$ cat src/tile_bus_pkg.sv
/* Bus widths, address map, Wishbone request and response structs,
   decode target and arbiter state enums */

package tile_bus_pkg;

  ////////////////////
  // Bus widths

  localparam int addr_width = 32;
  localparam int data_width = 32;
  localparam int sel_width  = 4;

  // Master 0 is the instruction port, master 1 the data port
  localparam int nr_masters    = 2;
  localparam int mst_idx_width = (nr_masters > 1) ? $clog2(nr_masters) : 1;

  ////////////////////
  // Address map

  localparam int region_msb = 31;
  localparam int region_lsb = 28;

  localparam logic [region_msb-region_lsb:0] region_mem = 4'h0;
  localparam logic [region_msb-region_lsb:0] region_rom = 4'hf;

  // Data memory, 1 KiB, word index from address bits 9:2
  localparam int mem_words     = 256;
  localparam int mem_idx_width = $clog2(mem_words);

  // Boot ROM, word index from address bits 5:2
  localparam int rom_words     = 16;
  localparam int rom_idx_width = $clog2(rom_words);

  ////////////////////
  // Bus types

  // Classic single cycle request, 71 bits
  typedef struct packed {
    logic [addr_width-1:0] adr;
    logic [data_width-1:0] dat;
    logic [sel_width-1:0]  sel;
    logic                  we;
    logic                  cyc;
    logic                  stb;
  } wb_req_t;

  // Slave response, 34 bits
  typedef struct packed {
    logic [data_width-1:0] dat;
    logic                  ack;
    logic                  err;
  } wb_rsp_t;

  typedef enum logic [1:0] {
    sel_mem,
    sel_rom,
    sel_none
  } slave_sel_e;

  typedef enum logic {
    arb_idle,
    arb_owned
  } arb_state_e;

endpackage

$ cat src/tile_bootrom.sv
/* Boot ROM slave with a fixed 16 word program */

`timescale 1ns/1ps

module tile_bootrom
  import tile_bus_pkg::*;
(
  input  logic    clk,
  input  logic    rst_i,
  input  wb_req_t req_i,
  output wb_rsp_t rsp_o
);

  logic [rom_idx_width-1:0] idx;
  logic [data_width-1:0]    rom_word;
  logic [data_width-1:0]    rdat_q;
  logic                     ack_q;

  assign idx = req_i.adr[rom_idx_width+1:2];

  ////////////////////
  // Boot program

  // Set up r1 and r2, store and load back a test word, then jump to RAM
  always_comb begin
    case (idx)
      4'd0:    rom_word = 32'h1800_0000;
      4'd1:    rom_word = 32'ha820_0000;
      4'd2:    rom_word = 32'h1840_0000;
      4'd3:    rom_word = 32'ha842_0100;
      4'd4:    rom_word = 32'h9c60_0004;
      4'd5:    rom_word = 32'hd402_1800;
      4'd6:    rom_word = 32'h8482_0000;
      4'd7:    rom_word = 32'he403_2000;
      4'd8:    rom_word = 32'h1000_0003;
      4'd9:    rom_word = 32'h1500_0000;
      4'd10:   rom_word = 32'h1500_0001;
      4'd11:   rom_word = 32'h0000_0000;
      4'd12:   rom_word = 32'h1500_0000;
      4'd13:   rom_word = 32'h4400_1000;
      default: rom_word = 32'h1500_0000;
    endcase
  end

  // Writes get an ack and change nothing
  always_ff @(posedge clk) begin
    rdat_q <= rom_word;
    if (rst_i) begin
      ack_q <= 1'b0;
    end else begin
      ack_q <= req_i.cyc & req_i.stb & ~ack_q;
    end
  end

  assign rsp_o = '{dat: rdat_q, ack: ack_q, err: 1'b0};

endmodule

$ cat config.mk
export PLATFORM = sky130hd
export DESIGN_NAME = tile_bootrom
export DESIGN_NICKNAME = d
export VERILOG_FILES = /design/src/tile_bus_pkg.sv /design/src/tile_bootrom.sv
export SDC_FILE = /design/constraint.sdc
export NUM_CORES = 1
export LEC_CHECK = 0
export BUFFER_PORTS_ARGS = -buffer_cell sky130_fd_sc_hd__buf_2
export CAP_MARGIN = 10
export CORE_ASPECT_RATIO = 0.6
export CORE_MARGIN = 8
export CORE_UTILIZATION = 33
export DETAILED_ROUTE_END_ITERATION = 7
export PLACE_DENSITY = 0.89
export SYNTH_ARGS = -nofsm -noshare
export SYNTH_HDL_FRONTEND = slang
export SYNTH_SLANG_ARGS = --single-unit
export TNS_END_PERCENT = 100
$ cat constraint.sdc
create_clock -name clk -period 1.7 [get_ports clk]
set_input_delay 0 -clock clk [delete_from_list [all_inputs] [get_ports clk]]
set_output_delay 0 -clock clk [all_outputs]
set_load 0.05 [all_outputs]
; Yosys cells after proc, flatten, opt, wreduce, memory -nomap -nowiden
; Memories as Yosys holds them, arrays and structs flattened. A register that Yosys moved wholly into a read port is not among the register bits.
; Cells that the tools add are included.
[totals]
memories = 1
register_bits = 33
romBits = 304
out_inout_bits = 34
[memory_table]
columns = name, depth, width, read_ports, rd_clocked_by_memory_dff, wr, line_no
row1 = (name not given), 16, 19, 1, 1, 0, tile_bootrom.sv:26  ; case (idx)
[op_classes]
bitwise_logic = 3
[op_table]
columns = operator, count
row1 = $and 1x1->1, 2
row2 = $not 1->1, 1

; Logic depth before layout (Yosys ltp)
[depth]
word_depth = 2
depth_mapped = 4
ltp_nobuf = 4

; Worst setup path before layout
; Ideal clock, no wire load.
[synth_path]
kind = register to output
start = register rdat_q[16]
end = output port rsp_o[18] (netlist name)
required_ns = 1.700
t_arrival_ns = 0.894
stages_incl_launch_ff = 2
setup_slack_ns = 0.806
cell_sequence = dfxtp_1 buf_4
[synth_lines]
columns = element, line_no
row1 = start: declaration, tile_bootrom.sv:16  ; logic [data_width-1:0] rdat_q;
row2 = end: declaration, tile_bootrom.sv:11  ; output wb_rsp_t rsp_o
; No word-level cell between the ends.

; Final worst setup path
[layout_path]
start = input port rst_i
end = register ack_q
[layout_lines]
columns = element, line_no
row1 = start: declaration, tile_bootrom.sv:9  ; input logic rst_i,
row2 = end signal: assignment, tile_bootrom.sv:51  ; ack_q <= req_i.cyc & req_i.stb & ~ack_q;
row3 = end: declaration, tile_bootrom.sv:17  ; logic ack_q;
; No word-level cell between the ends.

==> flow_metrics.tcl <==
set metrics [dict create \
    drc 0 \
    seqPwrFrac_pct 46.4 \
    synth.largest_area_cell "dfxtp_1" \
    reg2regPathDepth 2 \
    required_ps 1890 \
    synth_warnings 0 \
    wl_per_cell_um 11.4 \
    drv_cap 0 \
    grt_usage_pct 7.23 \
    num_vias 529 \
    place_congestion 0.752 \
    powerDensity_nw_per_um2 1050 \
    yosysSeqAreaShare_pct 46.2 \
    grt_pass1_wl_um 2500 \
    synth_area_um2 823 \
    cp.depth 4 \
    rows 14 \
    r2r-start "ack_q$_SDFF_PP0_" \
    core_area_um2 2430 \
    max_freq_mhz 869 \
    worstHoldPathType "input port to register" \
    timing.final.crit_share_pct 67.7 \
    cts-root-buf "clkbuf_8" \
    place_hpwl_um 1280 \
    p_int_w 0.000683 \
    path_class "input port to register" \
    dieWidth_um 80.5 \
    hold_ws_ps 58.2 \
    finalMaxSlewViolations 0 \
    crit_start "rst_i" \
    synth.avg_cell_area_um2 10.4 \
    fin_area_um2 973 \
    setup_viol 0 \
    r2r_end "ack_q$_SDFF_PP0_" \
    critical_path.max_fanout 1 \
    die-area_um2 4400 \
    post-route-min-period_ps 1150 \
    sw_frac_of_total_pct 33.0 \
    postCtsSetupRepairBufs 0 \
    ant_nets 0 \
    rsz0062_at_grt "no" \
    net-switching-power_w 0.000337 \
    yosysTopAreaCellShare_pct 46.2 \
    cts.htree.levels 1 \
    cp_slowest_cell "dlygate4sd3_1" \
    cts_buffers 3 \
    dr.pass1.iters 4 \
    critical_path.top_delay_family "buffers and inverters" \
    vias_per_cell 3.81 \
    path_buf_inv 3 \
    synth_area_leaders "dfxtp_1, buf_4, ha_1, nand2b_1, and2_1" \
    cp.arrival_ps 1340 \
    status "finished clean" \
    hold_viol_final 0 \
    synth.distinct_cells 21 \
    p_leak_nw 0.515 \
    syn_to_final_growth_pct 18.2 \
    cts.sinks 19 \
    nets 187 \
    crit_path_end "ack_q$_SDFF_PP0_" \
    initial_core_util_pct 33.8 \
    postCtsResizedCells 0 \
    ys_seq_elements 19 \
    cpMostUsedCell "dlygate4sd3_1" \
    grt_max_degree 18 \
    comb_power_share_pct 24.1 \
    drive_above_1_share_pct 29.9 \
    fin_setup_tns_ps 0 \
    clk_pin_slew_ps 70 \
    ir_worst_vdd_uv 259 \
    cts_hold_buf 2 \
    clock_power_share_pct 29.6 \
    grt_pass1_vias 577 \
    drtIter0Drc 23 \
    crit_path_end_kind "register" \
    fin_skew_ps 0 \
    clk_path_buf_depth 2 \
    p_total_w 0.00102 \
    chipHeight_um 54.7 \
    worst-r2r-setup-slack_ps 620 \
    placed_area_um2 908 \
    antenna_found_initial 0 \
    crit_chain "dlygate4sd3_1 > buf_2 > nor3_1 > dlygate4sd3_1" \
    final_common_cell "buf_2" \
    final_cell_mix "buf_2, dfxtp_1, conb_1" \
    io_buffers 27 \
    startpoint_type "input port" \
    syn_inst 79 \
    clk_latency_ps 250 \
    n_antenna_cell 0 \
    overflow 0 \
    pin_count 107 \
    cts_tree "done" \
    routed_wl_um 1580 \
    max_stage_delay_ps 550 \
]
how the worst min path moves through the flow:
stage               cells after the start               endpoint      start
finish                                  2   rdat_q[0]$_SDFF_PP0_  req_i[41]
global route                            2  rdat_q[23]$_SDFF_PP0_  req_i[42]
CTS                                     2  rdat_q[23]$_SDFF_PP0_  req_i[42]
detailed placement                      2       ack_q$_SDFF_PP0_      rst_i
global placement                        2       ack_q$_SDFF_PP0_      rst_i
floorplan                               1   rdat_q[0]$_SDFF_PP0_  req_i[43]
state kept, by name (all words and copies together), names as in the netlist:
name / count
ack_q: 1
rdat_q: 18
cells in the mapped netlist:
library cell and number:
and3_1 1, buf_6 1, ha_1 6, nand2_1 2, dfxtp_1 19, a21o_1 1, and2_1 5, nor2_1 3
nor3b_2 1, nor3b_1 1, nand2b_1 6, buf_4 17, and2b_1 1, a21oi_1 4, nor2b_1 1, mux4_2 1
inv_1 4, nor3_1 1, a21boi_1 1, mux2i_1 2, conb_1 1
kinds of logic after synthesis:
logic type                 count (synthesis)  share of synthesized area [%]
muxes                                      3                           5.17
buffers and inverters                     22                           18.7
adders and majority gates                  6                           9.12
other                                      1                          0.455
DFF                                       19                           46.2
and+or+nand+nor                           22                           16.1
AOI/OAI and AO/OA                          6                           4.26
through the flow:
stage | cells | util [%] | setup WS, ps
6_report | 139 | 40.0 | 549
5_1_grt | 139 | 40.0 | 512
4_1_cts | 139 | 40.0 | 559
3_5_place_dp | 133 | 37.3 | 638
3_3_place_gp | 133 | 37.3 | 697
2_1_floorplan | 92 | - | 806
power by group through the flow:
stage                     Combinational (W)  Clock [W]  Sequential (W)
final                              0.000245   0.000301        0.000473
after global routing               0.000260   0.000332        0.000475
after CTS                          0.000247   0.000311        0.000473
after detailed placement           0.000243          0        0.000483
after global placement             0.000238          0        0.000483
after floorplan                    0.000146          0        0.000562
per-layer routing:
metal,vias to the layer above,wire length (um),GRT usage [%]
li1,273,-,-
met1,225,669,7.73
met2,28,712,12.1
met3,3,191,4.43
met4,0,7,1.80
met5,-,0,0
worst register-to-register path: stages, from the launching register on:
cell           delay [ps]
dfxtp_1               310
nor3_1                160
dlygate4sd3_1         550
cell type report:
class / instances / area, um2
clock buffer: 4 / 45.0
inverter: 4 / 15.0
timing repair buffer: 29 / 155
fill: 247 / 1460
tap: 32 / 40.0
sequential: 19 / 380
multi-input combinational: 51 / 338
Note: power is estimated with default switching activity, not from simulation.
